File: src/tprod_pkg.sv
//////////////////////////////
// Shared sizes and FSM encodings for the running-product unit
// Default data format is signed Q16.16 in a 32-bit word
//////////////////////////////
`default_nettype none

package tprod_pkg;

  //////////////////////////////
  // Default sizes
  //////////////////////////////

  // Word width of the whole data path
  localparam int DATA_WIDTH_DEF = 32;
  // Fraction bits of the fixed-point format
  localparam int FRAC_BITS_DEF = 16;
  // FIFO depth, power of two only
  localparam int FIFO_DEPTH_DEF = 4;
  // Run-length port width
  localparam int LEN_WIDTH = 16;

  //////////////////////////////
  // FSM encodings
  //////////////////////////////

  // Product-chain controller
  typedef enum logic [2:0] {
    ctrl_idle,
    ctrl_pop,
    ctrl_multiply,
    ctrl_offer,
    ctrl_release
  } ctrl_state_t;

  // Sequential multiplier
  typedef enum logic {
    mul_idle,
    mul_run
  } mul_state_t;

endpackage

`default_nettype wire

File: src/fifo_if.sv
//////////////////////////////
// FIFO link, push and pop are one-cycle strobes
// pop_data holds the head word whenever empty is low
//////////////////////////////
`timescale 1ns/1ps
`default_nettype none

interface fifo_if #(
  parameter int DATA_WIDTH = tprod_pkg::DATA_WIDTH_DEF
);

  // Write side
  logic                  push;
  logic [DATA_WIDTH-1:0] push_data;
  logic                  full;

  // Read side, fall-through head word
  logic                  pop;
  logic [DATA_WIDTH-1:0] pop_data;
  logic                  empty;

  // Producer
  modport writer (
    output push,
    output push_data,
    input  full
  );

  // Buffer itself
  modport fifo (
    input  push,
    input  push_data,
    output full,
    input  pop,
    output pop_data,
    output empty
  );

  // Consumer
  modport reader (
    output pop,
    input  pop_data,
    input  empty
  );

endinterface

`default_nettype wire

File: src/elem_loader.sv
//////////////////////////////
// Four-phase req/ack sink, one FIFO push per handshake
// in_data must be stable while in_req is high
//////////////////////////////
`timescale 1ns/1ps
`default_nettype none

module elem_loader #(
  parameter int DATA_WIDTH = tprod_pkg::DATA_WIDTH_DEF
) (
  input  wire                  CLK,
  input  wire                  RST,
  input  wire                  in_req,
  output logic                 in_ack,
  input  wire [DATA_WIDTH-1:0] in_data,
  fifo_if.writer               wr
);

  //////////////////////////////
  // Push strobe
  //////////////////////////////

  // New request, not yet acknowledged, and room in the buffer
  // Push lands on the same edge that raises in_ack
  assign wr.push      = in_req && !in_ack && !wr.full;
  assign wr.push_data = in_data;

  //////////////////////////////
  // Handshake FSM
  //////////////////////////////

  // in_ack is the whole state
  // Low: waiting for a request and a free slot
  // High: waiting for the source to drop in_req
  always_ff @(posedge CLK or posedge RST) begin
    if (RST) begin
      in_ack <= 1'b0;
    end else if (!in_ack) begin
      // Word stored, acknowledge it
      if (wr.push) begin
        in_ack <= 1'b1;
      end
    end else begin
      // Held request keeps ack high, so no second push
      if (!in_req) begin
        in_ack <= 1'b0;
      end
    end
  end

endmodule

`default_nettype wire

File: src/elem_fifo.sv
//////////////////////////////
// Synchronous FIFO, first-word fall-through on pop_data
// DEPTH must be a power of two, 2 or more
//////////////////////////////
`timescale 1ns/1ps
`default_nettype none

module elem_fifo #(
  parameter int DATA_WIDTH = tprod_pkg::DATA_WIDTH_DEF,
  parameter int DEPTH      = tprod_pkg::FIFO_DEPTH_DEF
) (
  input wire   CLK,
  input wire   RST,
  fifo_if.fifo q
);

  localparam int PTR_W = $clog2(DEPTH);
  localparam int CNT_W = $clog2(DEPTH + 1);

  // Storage
  logic [DATA_WIDTH-1:0] mem [DEPTH];

  // Pointers wrap naturally at DEPTH
  logic [PTR_W-1:0] wr_ptr;
  logic [PTR_W-1:0] rd_ptr;
  // Occupancy, 0 to DEPTH
  logic [CNT_W-1:0] count;

  // Qualified strobes
  logic do_push;
  logic do_pop;

  //////////////////////////////
  // Status and head word
  //////////////////////////////

  assign do_push = q.push && !q.full;
  assign do_pop  = q.pop && !q.empty;

  assign q.full     = (count == CNT_W'(DEPTH));
  assign q.empty    = (count == '0);
  assign q.pop_data = mem[rd_ptr];

  //////////////////////////////
  // Storage write
  //////////////////////////////

  always_ff @(posedge CLK) begin
    if (do_push) begin
      mem[wr_ptr] <= q.push_data;
    end
  end

  //////////////////////////////
  // Pointers and count
  //////////////////////////////

  always_ff @(posedge CLK or posedge RST) begin
    if (RST) begin
      wr_ptr <= '0;
      rd_ptr <= '0;
      count  <= '0;
    end else begin
      if (do_push) begin
        wr_ptr <= wr_ptr + PTR_W'(1);
      end
      if (do_pop) begin
        rd_ptr <= rd_ptr + PTR_W'(1);
      end
      // Push and pop together leave the count as is
      if (do_push && !do_pop) begin
        count <= count + CNT_W'(1);
      end else if (do_pop && !do_push) begin
        count <= count - CNT_W'(1);
      end
    end
  end

endmodule

`default_nettype wire

File: src/fixed_mul_seq.sv
//////////////////////////////
// Signed fixed-point shift-add multiplier, one bit per cycle
// Truncates toward zero, wraps on overflow, ready DATA_WIDTH+1 after start
//////////////////////////////
`timescale 1ns/1ps
`default_nettype none

module fixed_mul_seq #(
  parameter int DATA_WIDTH = tprod_pkg::DATA_WIDTH_DEF,
  parameter int FRAC_BITS  = tprod_pkg::FRAC_BITS_DEF
) (
  input  wire                   CLK,
  input  wire                   RST,
  input  wire                   start,
  input  wire  [DATA_WIDTH-1:0] a,
  input  wire  [DATA_WIDTH-1:0] b,
  output logic                  ready,
  output logic [DATA_WIDTH-1:0] product
);

  localparam int CNT_W = $clog2(DATA_WIDTH);

  tprod_pkg::mul_state_t state;
  logic [CNT_W-1:0]        bit_cnt;

  // Shift-add datapath
  logic [2*DATA_WIDTH-1:0] mcand;
  logic [DATA_WIDTH-1:0]   mplier;
  logic [2*DATA_WIDTH-1:0] acc;
  // Sign of the result
  logic                    neg;

  logic [DATA_WIDTH-1:0]   mag_a;
  logic [DATA_WIDTH-1:0]   mag_b;
  logic [DATA_WIDTH-1:0]   scaled;

  // Magnitudes, most negative value maps to 2**(DATA_WIDTH-1)
  assign mag_a = a[DATA_WIDTH-1] ? (~a + 1'b1) : a;
  assign mag_b = b[DATA_WIDTH-1] ? (~b + 1'b1) : b;

  // Drop fraction bits of the magnitude, then restore the sign
  assign scaled  = acc[FRAC_BITS +: DATA_WIDTH];
  assign product = neg ? (~scaled + 1'b1) : scaled;

  //////////////////////////////
  // Control
  //////////////////////////////

  always_ff @(posedge CLK or posedge RST) begin
    if (RST) begin
      state   <= tprod_pkg::mul_idle;
      bit_cnt <= '0;
      ready   <= 1'b0;
    end else begin
      ready <= 1'b0;
      case (state)
        tprod_pkg::mul_idle: begin
          if (start) begin
            bit_cnt <= CNT_W'(DATA_WIDTH - 1);
            state   <= tprod_pkg::mul_run;
          end
        end
        tprod_pkg::mul_run: begin
          bit_cnt <= bit_cnt - CNT_W'(1);
          // Last partial sum lands with ready
          if (bit_cnt == '0) begin
            ready <= 1'b1;
            state <= tprod_pkg::mul_idle;
          end
        end
        default: begin
          state <= tprod_pkg::mul_idle;
        end
      endcase
    end
  end

  //////////////////////////////
  // Datapath
  //////////////////////////////

  always_ff @(posedge CLK) begin
    if (state == tprod_pkg::mul_idle) begin
      // Start while running never reaches here
      if (start) begin
        mcand  <= {{DATA_WIDTH{1'b0}}, mag_a};
        mplier <= mag_b;
        acc    <= '0;
        neg    <= a[DATA_WIDTH-1] ^ b[DATA_WIDTH-1];
      end
    end else begin
      if (mplier[0]) begin
        acc <= acc + mcand;
      end
      mcand  <= mcand << 1;
      mplier <= mplier >> 1;
    end
  end

endmodule

`default_nettype wire

File: src/prod_chain_ctrl.sv
//////////////////////////////
// Running-product consumer, starts each run from 1.0
// Zero length is ignored, start is taken only while idle
//////////////////////////////
`timescale 1ns/1ps
`default_nettype none

module prod_chain_ctrl #(
  parameter int DATA_WIDTH = tprod_pkg::DATA_WIDTH_DEF,
  parameter int FRAC_BITS  = tprod_pkg::FRAC_BITS_DEF
) (
  input  wire                              CLK,
  input  wire                              RST,
  input  wire                              start,
  input  wire  [tprod_pkg::LEN_WIDTH-1:0]  length,
  output logic                             busy,
  fifo_if.reader                           rd,
  output logic                             out_req,
  input  wire                              out_ack,
  output logic [DATA_WIDTH-1:0]            out_data,
  output logic                             out_last
);

  localparam int LW = tprod_pkg::LEN_WIDTH;
  // 1.0 in the fixed-point format
  localparam logic [DATA_WIDTH-1:0] ONE_FIX = {{(DATA_WIDTH-1){1'b0}}, 1'b1} << FRAC_BITS;

  tprod_pkg::ctrl_state_t state;

  // Run bookkeeping
  logic [LW-1:0]         len_q;
  logic [LW-1:0]         elem_cnt;
  logic                  accept;
  // Running product
  logic [DATA_WIDTH-1:0] acc;

  // Multiplier link
  logic                  mul_start;
  logic                  mul_ready;
  logic [DATA_WIDTH-1:0] mul_product;

  //////////////////////////////
  // Strobes and outputs
  //////////////////////////////

  assign accept = (state == tprod_pkg::ctrl_idle) && start && (length != '0);
  assign busy   = (state != tprod_pkg::ctrl_idle);

  // Pop and multiply on the same cycle, head word goes straight in
  assign mul_start = (state == tprod_pkg::ctrl_pop) && !rd.empty;
  assign rd.pop    = mul_start;

  // Latest partial product
  assign out_data = acc;

  //////////////////////////////
  // FSM
  //////////////////////////////

  always_ff @(posedge CLK or posedge RST) begin
    if (RST) begin
      state    <= tprod_pkg::ctrl_idle;
      elem_cnt <= '0;
      out_req  <= 1'b0;
      out_last <= 1'b0;
    end else begin
      case (state)
        tprod_pkg::ctrl_idle: begin
          if (accept) begin
            elem_cnt <= '0;
            state    <= tprod_pkg::ctrl_pop;
          end
        end
        tprod_pkg::ctrl_pop: begin
          // Wait for an element
          if (!rd.empty) begin
            state <= tprod_pkg::ctrl_multiply;
          end
        end
        tprod_pkg::ctrl_multiply: begin
          if (mul_ready) begin
            out_req  <= 1'b1;
            out_last <= (elem_cnt == len_q - LW'(1));
            state    <= tprod_pkg::ctrl_offer;
          end
        end
        tprod_pkg::ctrl_offer: begin
          // Data held until the sink takes it
          if (out_ack) begin
            out_req <= 1'b0;
            state   <= tprod_pkg::ctrl_release;
          end
        end
        tprod_pkg::ctrl_release: begin
          // Four-phase close before the next element
          if (!out_ack) begin
            if (out_last) begin
              out_last <= 1'b0;
              state    <= tprod_pkg::ctrl_idle;
            end else begin
              elem_cnt <= elem_cnt + LW'(1);
              state    <= tprod_pkg::ctrl_pop;
            end
          end
        end
        default: begin
          state <= tprod_pkg::ctrl_idle;
        end
      endcase
    end
  end

  //////////////////////////////
  // Run length and accumulator
  //////////////////////////////

  always_ff @(posedge CLK) begin
    if (accept) begin
      len_q <= length;
      acc   <= ONE_FIX;
    end else if ((state == tprod_pkg::ctrl_multiply) && mul_ready) begin
      acc <= mul_product;
    end
  end

  // Element times running product
  fixed_mul_seq #(
    .DATA_WIDTH (DATA_WIDTH),
    .FRAC_BITS  (FRAC_BITS)
  ) mul_inst (
    .CLK     (CLK),
    .RST     (RST),
    .start   (mul_start),
    .a       (acc),
    .b       (rd.pop_data),
    .ready   (mul_ready),
    .product (mul_product)
  );

endmodule

`default_nettype wire

File: src/tensor_product_top.sv
//////////////////////////////
// Streaming running product, four-phase req/ack on both sides
// busy falls after the final output handshake closes
//////////////////////////////
`timescale 1ns/1ps
`default_nettype none

module tensor_product_top #(
  parameter int DATA_WIDTH = tprod_pkg::DATA_WIDTH_DEF,
  parameter int FRAC_BITS  = tprod_pkg::FRAC_BITS_DEF,
  parameter int FIFO_DEPTH = tprod_pkg::FIFO_DEPTH_DEF
) (
  input  wire                              CLK,
  input  wire                              RST,
  // Run control
  input  wire                              start,
  input  wire  [tprod_pkg::LEN_WIDTH-1:0]  length,
  output logic                             busy,
  // Element input port
  input  wire                              in_req,
  output logic                             in_ack,
  input  wire  [DATA_WIDTH-1:0]            in_data,
  // Partial product output port
  output logic                             out_req,
  input  wire                              out_ack,
  output logic [DATA_WIDTH-1:0]            out_data,
  output logic                             out_last
);

  // Loader to controller buffer link
  fifo_if #(.DATA_WIDTH(DATA_WIDTH)) fifo_bus ();

  // Producer
  elem_loader #(
    .DATA_WIDTH (DATA_WIDTH)
  ) loader_inst (
    .CLK     (CLK),
    .RST     (RST),
    .in_req  (in_req),
    .in_ack  (in_ack),
    .in_data (in_data),
    .wr      (fifo_bus.writer)
  );

  // Buffer
  elem_fifo #(
    .DATA_WIDTH (DATA_WIDTH),
    .DEPTH      (FIFO_DEPTH)
  ) fifo_inst (
    .CLK (CLK),
    .RST (RST),
    .q   (fifo_bus.fifo)
  );

  // Consumer
  prod_chain_ctrl #(
    .DATA_WIDTH (DATA_WIDTH),
    .FRAC_BITS  (FRAC_BITS)
  ) ctrl_inst (
    .CLK      (CLK),
    .RST      (RST),
    .start    (start),
    .length   (length),
    .busy     (busy),
    .rd       (fifo_bus.reader),
    .out_req  (out_req),
    .out_ack  (out_ack),
    .out_data (out_data),
    .out_last (out_last)
  );

endmodule

`default_nettype wire

File: config.mk
export PLATFORM = sky130hd
export DESIGN_NAME = tensor_product_top
export DESIGN_NICKNAME = d
export VERILOG_FILES = /design/src/tprod_pkg.sv /design/src/fifo_if.sv /design/src/elem_loader.sv /design/src/elem_fifo.sv /design/src/fixed_mul_seq.sv /design/src/prod_chain_ctrl.sv /design/src/tensor_product_top.sv
export SDC_FILE = /design/constraint.sdc
export NUM_CORES = 1
export LEC_CHECK = 0
export BUFFER_PORTS_ARGS = -buffer_cell sky130_fd_sc_hd__buf_2
export CAP_MARGIN = 20
export CORE_ASPECT_RATIO = 0.9
export CORE_MARGIN = 4
export CORE_UTILIZATION = 46
export DETAILED_ROUTE_END_ITERATION = 12
export SLEW_MARGIN = 15
export SYNTH_ARGS = -nofsm -noshare
export SYNTH_HDL_FRONTEND = slang
export SYNTH_SLANG_ARGS = --single-unit
File: constraint.sdc
create_clock -name CLK -period 3.63 [get_ports CLK]
set_input_delay 0.5445 -clock CLK [delete_from_list [all_inputs] [get_ports CLK]]
set_output_delay 0.5445 -clock CLK [all_outputs]
set_load 0.02 [all_outputs]
==> reports/results.tsv, run 1 <==
stage	metric	value	unit
setup_path	Req. time, crit path	3920	ps
clocking	root buf cell	clkbuf_16	
floorplanning	Die Wd	216.4	um
synthesis	Net Count, Synth	1690	
sta	worst relative slew slack	0.3111	
floorplanning	starting density of the core	0.4676	
synthesis	yosys warns	0	
clocking	clk slew on worst S/H paths	60	ps
floorplanning	core area	38460	um2
final_layout	Finished Core Util	0.5283	
floorplanning	Die H	195.6	um
synthesis	Async SR Flop Fraction	0.1056	
global_route	number of global-route vias before repair	12131	
placed_design	post-DP HPWL	28890	um
synthesis	ys flop type	edfxtp_1	
global_route	total track usage	0.1955	
run_status	status	completed	
synthesis	synthesized flop and latch total	341	
final_layout	Area Overhead vs Synth	12.98	%
pwr	Power Dens Cells	932.0	nW/um2
clocking	maximum root-to-sink buffer count	3	
routing	Vias per Instance	5.610	
routing	vias post-DR	12476	
setup_path	CP Max Fanout	4	
sta	Worst-Margin Slew	1033	ps
synthesis	Yosys top cell area share	0.4525	
sta	final clock skew	18.71	ps
synthesis	Seq/Total Area, Yosys	0.5405	
sta	Final TNS setup	0	ps
synthesis	Gate Count Post-Synth	1576	
synthesis	Synth area leader	edfxtp_1	
final_layout	layout cells sized above 1	0.1354	
run	Max-Cap Viols	0	
sta	worst hold margin	204.0	ps
placed_design	GP Congestion	0.8987	
routing	DRT iter0 DRCs	926	
clocking	clk_lat worst skew	540	ps
setup_path	Critical Path Source Type	register	
final_layout	ANT cells	0	
global_route	largest net degree at the start of global routing	104	
sta	final hold violations	0	
setup_path	Crit Path Category	reg -> reg	
clocking	H-tree levels	2	
routing	post-route antenna net violation count	0	
synthesis	Synth cell types	87	
final_layout	Multi-input gate area	7833	um2
clocking	clk sinks	341	
floorplanning	# IOs	89	
hold_path	Hold Crit Class	in -> reg	
routing	wirelength, routed	41740	um
clocking	TritonCTS clock tree	done	
setup_path	Arr. time, crit path	3640	ps
floorplanning	row cnt	68	
floorplanning	area of the die	42330	um2
synthesis	number of synthesized flops with an enable pin	271	
sta	fin crit share	0.9231	
pwr	Lkg Pwr	7.805	nW
global_route	initial antenna violation count	0	
sta	fin. max-slew vios	0	
clocking	CTS buffer count	38	
final_layout	filler cell count	3460	
final_layout	Total Nets Final	1783	
pwr	peak supply drop	0.0003816	V
synthesis	Mapped Area	17980	um2
sta	final setup fails	0	
routing	length of the first detailed-routing pass in iterations	5	
sta	RSZ-0062 raised after global routing	false	
routing	DR WL/cell	18.77	um
clocking	Setup Buffers After CTS	0	
placed_design	I/O Buffers	88	
sta	Max Clock Freq	298.4	MHz
synthesis	Area contributors post-synth	edfxtp_1 (45%), dfrtp_1 (5.0%), xor2_1 (4.7%)	
final_layout	Reg area	9724	um2
synthesis	Syn Area/Cell	11.41	um2
routing	DRC	0	
global_route	first-pass GRT wire length	66750	um
global_route	Overflow after GRT	0	
sta	post-layout min period	3351	ps
setup_path	Setup crit end kind	register	
[registers in the layout, indices dropped and copies added (netlist names)]
register,count
ctrl_inst.mul_inst.state,1
fifo_inst.wr_ptr,2
ctrl_inst.out_data,32
fifo_inst.rd_ptr,2
ctrl_inst.mul_inst.bit_cnt,5
ctrl_inst.mul_inst.neg,1
loader_inst.in_ack,1
ctrl_inst.mul_inst.mcand,48
fifo_inst.count,3
ctrl_inst.out_last,1
ctrl_inst.mul_inst.ready,1
ctrl_inst.mul_inst.acc,48
ctrl_inst.len_q,16
fifo_inst.mem,128
ctrl_inst.out_req,1
ctrl_inst.elem_cnt,16
ctrl_inst.state,3
ctrl_inst.mul_inst.mplier,32
[synthesized netlist by cell type, types with 31 or more instances]
library cell  count
edfxtp_1        271
nand2_1         160
o21ai_0         106
xor2_1           97
nor2_1           91
a21oi_1          80
and2_1           70
xnor2_1          70
ha_1             59
clkbuf_1         54
inv_1            44
dfrtp_1          36
dfxtp_1          34
a211oi_1         32
mux4_2           31
[final cells by class]
cell class	instances	area share
sequential	341	0.4786
multi-input combinational	1123	0.3855
clock buffer	50	0.05099
timing repair buffer	121	0.03609
tap	525	0.03233
clock inverter	20	0.008252
inverter	44	0.008191
[power by group]
part,total [mW],internal [mW],switching [mW]
Clock,3.72,2.16,1.56
Sequential,6.82,5.90,0.921
Combinational,8.39,3.56,4.83
Total,18.9,11.6,7.31
[worst max-delay path, cell delays in order, from the launching register on]
cell       delay, ps
edfxtp_1         410
ha_1             370
a21oi_1          270
o21ai_1          210
o2111ai_1        280
and2_1           240
o31ai_1          100
buf_4            160
a41o_1           310
a31oi_1          460
a31oi_1          170
mux2i_1          140
[final timing paths]
kind	from	to	slack, ps	cells past startpoint
setup / recovery	ctrl_inst.mul_inst.mcand[4]	ctrl_inst.mul_inst.acc[41]	280	11
setup reg to reg	ctrl_inst.mul_inst.mcand[4]	ctrl_inst.mul_inst.acc[41]	280	11
hold / removal	length[10]	ctrl_inst.len_q[10]	200	1
max in group asynchronous	RST	ctrl_inst.mul_inst.state	2630	4
hold reg to reg	ctrl_inst.mul_inst.mcand[0]	ctrl_inst.mul_inst.mcand[0]	480	2
min in group asynchronous	RST	ctrl_inst.elem_cnt[15]	530	3
[layer usage]
metal	vias up	global-route usage	wire [um]
met2	272	0.2977	18460
met4	0	0.05452	1034
li1	6054	-	-
met5	-	0	0
met3	67	0.02847	1962
met1	6083	0.2939	20280
[kinds of logic (layout without fill, tap and decap cells)]
kind of cell	count (synthesis)	after routing	synth area share
compound gates	378	378	0.1327
xor+xnor	167	167	0.08133
fa+ha+maj	61	61	0.04328
buf+inv	112	235	0.02484
flops	341	341	0.5405
mux	42	42	0.04508
simple gates	475	475	0.1323
[stage by stage]
stage / power, mW / instances / setup slack (ps) / cell area (um2)
6_report: 18.94 / 2224 / 279.0 / 20320
3_5_place_dp: 15.24 / 2152 / 329.8 / 19080
3_3_place_gp: 15.13 / 2152 / 395.2 / 19080
5_1_grt: 20.31 / 2224 / 11.06 / 20320
4_1_cts: 19.06 / 2222 / 312.5 / 20280
2_1_floorplan: 12.98 / 1576 / 400.1 / 17980
[what timing repair did]
item	CTS	global route
resized for setup	0	0
endpoints found under the hold margin	0	3
hold buffers	0	1
[layout by cell type (no fill, tap or decap), types with 14 or more instances in the layout]
cell type    n
nand3_1     23
o21ai_1     23
mux4_2      31
o21ai_0    105
buf_2       88
a21oi_1     80
nand2b_1    16
a211oi_1    32
a21o_1      26
ha_1        59
inv_1       43
o31ai_1     24
buf_4       29
nand2_1    159
nor3_1      20
a31oi_1     15
dfrtp_1     34
nor2_1      90
and2_1      70
dfxtp_1     34
clkbuf_16   39
or3_1       14
edfxtp_1   271
xnor2_1     70
xor2_1      97
(Power assumes the default switching activity.)
==> run 2: changes to the inputs <==
- BUFFER_PORTS_ARGS: -buffer_cell sky130_fd_sc_hd__buf_2 -> -buffer_cell sky130_fd_sc_hd__buf_4
==> run 2 against run 1 <==
Effect of this change: cell area increased by 1.8%; register-to-register slack improved by 60 ps; combinational power increased by 2.5%; setup slack improved by 57 ps; sequential power decreased by 1%; core utilization increased by 0.94 points; die area unchanged; wire length increased by 0.32%; critical path type unchanged; largest cell class unchanged; largest power group unchanged.
==> reports/results.tsv, run 2 (same netlist as run 1, synthesis figures left out) <==
stage	metric	value	unit	change
sta	final hold violations	0		unchanged
final_layout	commonest non-fill, non-tap cell in the layout	edfxtp_1		
pwr	Lkg Pwr	7.928	nW	+1.6%
global_route	number of global-route vias before repair	12159		+0.23%
global_route	total track usage	0.1948		-0.0007159
sta	post-layout min period	3294	ps	-56.62 ps
pwr	Power Dens Cells	932.7	nW/um2	about the same
final_layout	Area Overhead vs Synth	14.99	%	
pwr	Psw	7.353	mW	+0.57%
routing	length of the first detailed-routing pass in iterations	5		unchanged
final_layout	largest reg by FF count	fifo_inst.mem		
routing	vias post-DR	12430		-0.37%
sta	RSZ-0062 raised after global routing	false		
placed_design	I/O Buffers	88		unchanged
clocking	cts repair resizes	0		unchanged
setup_path	ordered list of cells on the worst path	ha_1 -> a21oi_1 -> o21ai_0 -> or3b_2 -> a211oi_1 -> nor2_1 -> buf_4 -> a31o_2 -> a41oi_1 -> xnor2_1 -> and2_1		
sta	Max Clock Freq	303.5	MHz	+1.7%
floorplanning	starting density of the core	0.4676		unchanged
sta	final setup fails	0		unchanged
routing	post-route antenna net violation count	0		unchanged
setup_path	Arr. time, crit path	3580	ps	-60 ps
sta	fin. max-slew vios	0		unchanged
setup_path	Crit Path Category	reg -> reg		
floorplanning	row cnt	68		unchanged
setup_path	Critical Path Start	ctrl_inst.mul_inst.acc[21]		
clocking	root buf cell	clkbuf_16		
run_status	status	completed		
final_layout	layout cells sized above 1	0.1408		+0.005389
sta	worst hold margin	49.54	ps	-154.5 ps
clocking	clk_lat worst skew	540	ps	about the same
clocking	TritonCTS clock tree	done		
clocking	clk sinks	341		unchanged
sta	Final TNS setup	0	ps	unchanged
routing	DRC	0		unchanged
final_layout	commonest non-fill, non-tap cells in the layout	edfxtp_1 (271), nand2_1 (159), buf_4 (120), o21ai_0 (105), xor2_1 (97)		
sta	setup ws final	335.6	ps	+56.62 ps
floorplanning	core area	38460	um2	unchanged
floorplanning	area of the die	42330	um2	unchanged
pwr	peak supply drop	0.0004039	V	+5.8%
clocking	maximum root-to-sink buffer count	3		unchanged
clocking	clk slew on worst S/H paths	60	ps	about the same
setup_path	Setup crit end kind	register		
final_layout	finished layout cell area	20680	um2	+1.8%
placed_design	Post-DP Area	19380	um2	+1.6%
floorplanning	# IOs	89		unchanged
setup_path	Req. time, crit path	3920	ps	about the same
clocking	Setup Buffers After CTS	0		unchanged
setup_path	Levels on crit path	11		unchanged
floorplanning	Die Wd	216.4	um	unchanged
clocking	CTS buffer count	39		+2.6%
sta	Worst-Margin Slew	1040	ps	+6.389 ps
run	Max-Cap Viols	0		unchanged
final_layout	Total Nets Final	1788		+0.28%
pwr	Internal	11.93	mW	+2.7%
setup_path	max incr delay on CP	490	ps	+30 ps
pwr	Clock Power Share	0.206		+0.009
placed_design	GP Congestion	0.8966		-0.23%
setup_path	R2R cell count	11		unchanged
pwr	sw frac	0.3812		-0.004880
global_route	initial antenna violation count	0		unchanged
placed_design	post-DP HPWL	29400	um	+1.8%
hold_path	Hold Crit Class	in -> async		
global_route	first-pass GRT wire length	66530	um	-0.33%
placed_design	Setup WS pre-CTS	376.1	ps	+46.35 ps
floorplanning	Die H	195.6	um	unchanged
pwr	Combinational Power Share	0.446		+0.003
clocking	H-tree levels	2		unchanged
final_layout	Top Registers	fifo_inst.mem x128, ctrl_inst.mul_inst.acc x48, ctrl_inst.mul_inst.mcand x48		
setup_path	Crit-path slowest cell	or3b_2		
setup_path	CP Max Fanout	8		+4
sta	fin crit share	0.9076		-0.01560
pwr	power share of the sequential group	0.348		-0.012
setup_path	Critical Path Source Type	register		
routing	wirelength, routed	41880	um	+0.32%
sta	worst relative slew slack	0.3068		-0.004259
routing	DR WL/cell	18.78	um	about the same
routing	Vias per Instance	5.574		-0.64%
setup_path	CP delay by family, top	compound AO/OA/AOI/OAI gates		
final_layout	max FFs per register	128		unchanged
global_route	Overflow after GRT	0		unchanged
routing	DRT iter0 DRCs	842		-9.1%
pwr	Final Power	19.29	mW	+1.9%
final_layout	ANT cells	0		unchanged
sta	final clock skew	20.59	ps	+1.880 ps
setup_path	worst r2r src	ctrl_inst.mul_inst.acc[21]		
global_route	largest net degree at the start of global routing	114		+9.6%
clocking	hold_buf cts	0		unchanged
setup_path	Critical path buffers and inverters	1		unchanged
[run 2: cell types whose count changed in the layout (fill, tap and decap cells not counted), moves of 2 or more]
cell and change:
buf_2 -88, clkbuf_8 -2, clkinv_2 +3, buf_4 +91, bufinv_16 +2, buf_12 +3, clkbuf_1 -2
[run 2: metrics by stage]
step | cells | utilization
2_1_floorplan | 1576 | -
5_1_grt | 2230 | 0.5377
4_1_cts | 2230 | 0.5377
3_3_place_gp | 2158 | 0.5040
3_5_place_dp | 2158 | 0.5040
6_report | 2230 | 0.5377
[run 2: final cells by class]
type | instances | area (um2)
multi-input combinational | 1123 | 7833
tap | 525 | 656.9
timing repair buffer | 125 | 1001
clock buffer | 48 | 1051
fill | 3371 | 17780
clock inverter | 24 | 246.5
sequential | 341 | 9724
inverter | 44 | 166.4
[run 2: worst register-to-register path, cell delays in order (launching register included)]
cell and delay (ps):
edfxtp_1 430, ha_1 420, a21oi_1 230, o21ai_0 170, or3b_2 490, a211oi_1 200, nor2_1 130, buf_4 170
a31o_2 250, a41oi_1 300, xnor2_1 100, and2_1 150
[run 2: power by group through the flow]
stage / logic, mW / registers (mW) / clock network [mW]
2_1_floorplan: 6.47 / 6.50 / 0
3_3_place_gp: 8.48 / 6.76 / 0
3_5_place_dp: 8.55 / 6.79 / 0
4_1_cts: 8.61 / 6.72 / 4.07
5_1_grt: 9.57 / 6.84 / 4.24
6_report: 8.60 / 6.72 / 3.97
[run 2: worst paths after layout]
kind / to / slack, ps
max: ctrl_inst.mul_inst.acc[40] / 340
min: ctrl_inst.elem_cnt[4] / 50
max reg2reg: ctrl_inst.mul_inst.acc[40] / 340
min reg2reg: ctrl_inst.mul_inst.mcand[0] / 480
max in group asynchronous: ctrl_inst.mul_inst.state / 2960
min in group CLK: ctrl_inst.len_q[10] / 190
[run 2: layer usage]
metal	GRT usage	share of wire
met5	0	0
met4	0.04124	0.015
met3	0.02832	0.043
met2	0.3047	0.45
met1	0.2914	0.49
==> run 3: changes to the inputs <==
- REMOVE_ABC_BUFFERS: unset -> 1
==> run 3 against run 2 <==
Effect of this change: power fell by 1.4%; largest power group unchanged; sequential power barely moved; combinational power fell by 2%; cell area fell by 0.58%; register-to-register slack improved by 50 ps; final cell count fell by 0.27%; critical path type unchanged; maximum frequency rose by 1.6%; die area did not move; global-route usage barely moved; critical path depth did not move; core utilization fell by 0.31 points.
==> reports/results.tsv, run 3 (same netlist as run 1, synthesis figures left out) <==
stage	metric	value	unit	change
final_layout	largest reg by FF count	fifo_inst.mem		
final_layout	Total Nets Final	1782		-0.34%
floorplanning	# IOs	89		unchanged
routing	length of the first detailed-routing pass in iterations	5		unchanged
setup_path	CP Max Fanout	4		-4
setup_path	Critical Path Source Type	register		
clocking	clk_lat worst skew	580	ps	+40 ps
clocking	clk slew on worst S/H paths	60	ps	about the same
routing	wirelength, routed	41680	um	-0.47%
floorplanning	Die Wd	216.4	um	unchanged
run	Max-Cap Viols	0		unchanged
global_route	largest net degree at the start of global routing	92		-19%
final_layout	Area Overhead vs Synth	14.32	%	
routing	DRC	0		unchanged
run_status	status	completed		
final_layout	commonest non-fill, non-tap cell in the layout	edfxtp_1		
clocking	root buf cell	clkbuf_16		
setup_path	Crit Path Category	reg -> reg		
final_layout	commonest non-fill, non-tap cells in the layout	edfxtp_1 (271), nand2_1 (159), buf_4 (117), o21ai_0 (105), xor2_1 (97)		
clocking	Setup Buffers After CTS	0		unchanged
final_layout	final cell count without fillers	2224		-0.27%
sta	worst hold margin	93.78	ps	+44.23 ps
pwr	Lkg Pwr	7.861	nW	-0.85%
routing	vias post-DR	12311		-0.96%
global_route	number of global-route vias before repair	11905		-2.1%
clocking	maximum root-to-sink buffer count	3		unchanged
sta	final clock skew	32.34	ps	+11.75 ps
clocking	clk sinks	341		unchanged
routing	Vias per Instance	5.536		-0.69%
clocking	CTS buffer count	39		unchanged
pwr	Power Dens Cells	925.2	nW/um2	-0.81%
final_layout	max FFs per register	128		unchanged
routing	DR WL/cell	18.74	um	-0.20%
routing	DRT iter0 DRCs	854		+1.4%
sta	fin crit share	0.8930		-0.01459
setup_path	Setup crit end kind	register		
floorplanning	area of the die	42330	um2	unchanged
floorplanning	starting density of the core	0.4676		unchanged
hold_path	Hold Crit Class	in -> async		
placed_design	GP Congestion	0.8973		about the same
sta	Worst-Margin Slew	1055	ps	+14.95 ps
clocking	hold_buf cts	0		unchanged
sta	final setup fails	0		unchanged
final_layout	layout cells sized above 1	0.1336		-0.007154
sta	post-layout min period	3241	ps	-52.97 ps
floorplanning	core area	38460	um2	unchanged
global_route	first-pass GRT wire length	66130	um	-0.60%
routing	post-route antenna net violation count	0		unchanged
final_layout	Top Registers	fifo_inst.mem x128, ctrl_inst.mul_inst.acc x48, ctrl_inst.mul_inst.mcand x48		
global_route	total track usage	0.1950		+0.0001993
pwr	peak supply drop	0.0004469	V	+11%
global_route	initial antenna violation count	0		unchanged
placed_design	post-DP HPWL	28530	um	-3.0%
setup_path	Arr. time, crit path	3570	ps	about the same
placed_design	Placed Instances	2152		-0.28%
placed_design	I/O Buffers	88		unchanged
sta	worst relative slew slack	0.2968		-0.009969
floorplanning	row cnt	68		unchanged
setup_path	Req. time, crit path	3960	ps	+40 ps
global_route	Overflow after GRT	0		unchanged
sta	RSZ-0062 raised after global routing	false		
sta	fin. max-slew vios	0		unchanged
setup_path	setup slack, reg-to-reg	390	ps	+50 ps
clocking	TritonCTS clock tree	done		
clocking	cts repair resizes	0		unchanged
clocking	H-tree levels	2		unchanged
sta	final hold violations	0		unchanged
sta	Max Clock Freq	308.5	MHz	+1.6%
floorplanning	Die H	195.6	um	unchanged
final_layout	ANT cells	0		unchanged
[run 3: cell count changes in the layout (fill, tap and decap cells not counted), moves of 3 or more]
cell,delta
buf_12,-3
buf_4,-3
bufinv_16,-4
clkbuf_1,+10
clkbuf_8,+4
clkinv_1,-3
clkinv_2,-5
[run 3: through the flow]
stage               utilization  total power [mW]  TNS (ps)  cell area [um2]  setup slack, ps
global placement         0.5018             15.11         0            19300            398.5
global route             0.5346             20.43         0            20560            109.0
CTS                      0.5346             19.15         0            20560            411.7
floorplan                     -             12.87   -167580            17700            -1342
finish                   0.5346             19.02         0            20560            388.6
detailed placement       0.5018             15.20         0            19300            374.3
[run 3: path summary, 6_finish.rpt]
| kind | start | to | cells after the start |
|---|---|---|---|
| max in group asynchronous | RST | ctrl_inst.mul_inst.state | 3 |
| max | ctrl_inst.mul_inst.mcand[1] | ctrl_inst.mul_inst.acc[41] | 11 |
| min | RST | fifo_inst.wr_ptr[1] | 3 |
| max reg2reg | ctrl_inst.mul_inst.mcand[1] | ctrl_inst.mul_inst.acc[41] | 11 |
| min in group CLK | in_data[30] | fifo_inst.mem[2][30] | 1 |
| min reg2reg | ctrl_inst.mul_inst.mcand[0] | ctrl_inst.mul_inst.mcand[0] | 2 |
[run 3: critical path: stages (launching register included)]
cell and delay (ps):
edfxtp_1 430, ha_1 340, a211oi_1 270, o21ai_1 180
o2111ai_1 300, and2_1 230, o31ai_1 90, buf_4 160
a41o_1 280, a31oi_1 420, a31oi_1 170, mux2i_1 140
[run 3: routing by layer]
metal / wire [um] / track usage / vias to the layer above
li1: - / - / 6033
met1: 20350 / 0.2874 / 5990
met2: 18750 / 0.3012 / 225
met3: 1756 / 0.03625 / 63
met4: 826 / 0.04622 / 0
met5: 0 / 0 / -
[run 3: final cells by class]
| class | count | area [um2] |
|---|---|---|
| Fill cell | 3365 | 17900 |
| Timing Repair Buffer | 119 | 918.4 |
| Clock buffer | 62 | 1144 |
| Sequential cell | 341 | 9724 |
| Inverter | 44 | 166.4 |
| Multi-Input combinational cell | 1123 | 7833 |
| Clock inverter | 10 | 116.4 |
| Tap cell | 525 | 656.9 |
[run 3: report_power, final]
| group | switching, mW | internal, mW | total [mW] |
|---|---|---|---|
| Combinational | 4.85 | 3.61 | 8.46 |
| Clock | 1.66 | 2.20 | 3.86 |
| Sequential | 0.809 | 5.90 | 6.71 |
| Total | 7.32 | 11.7 | 19.0 |
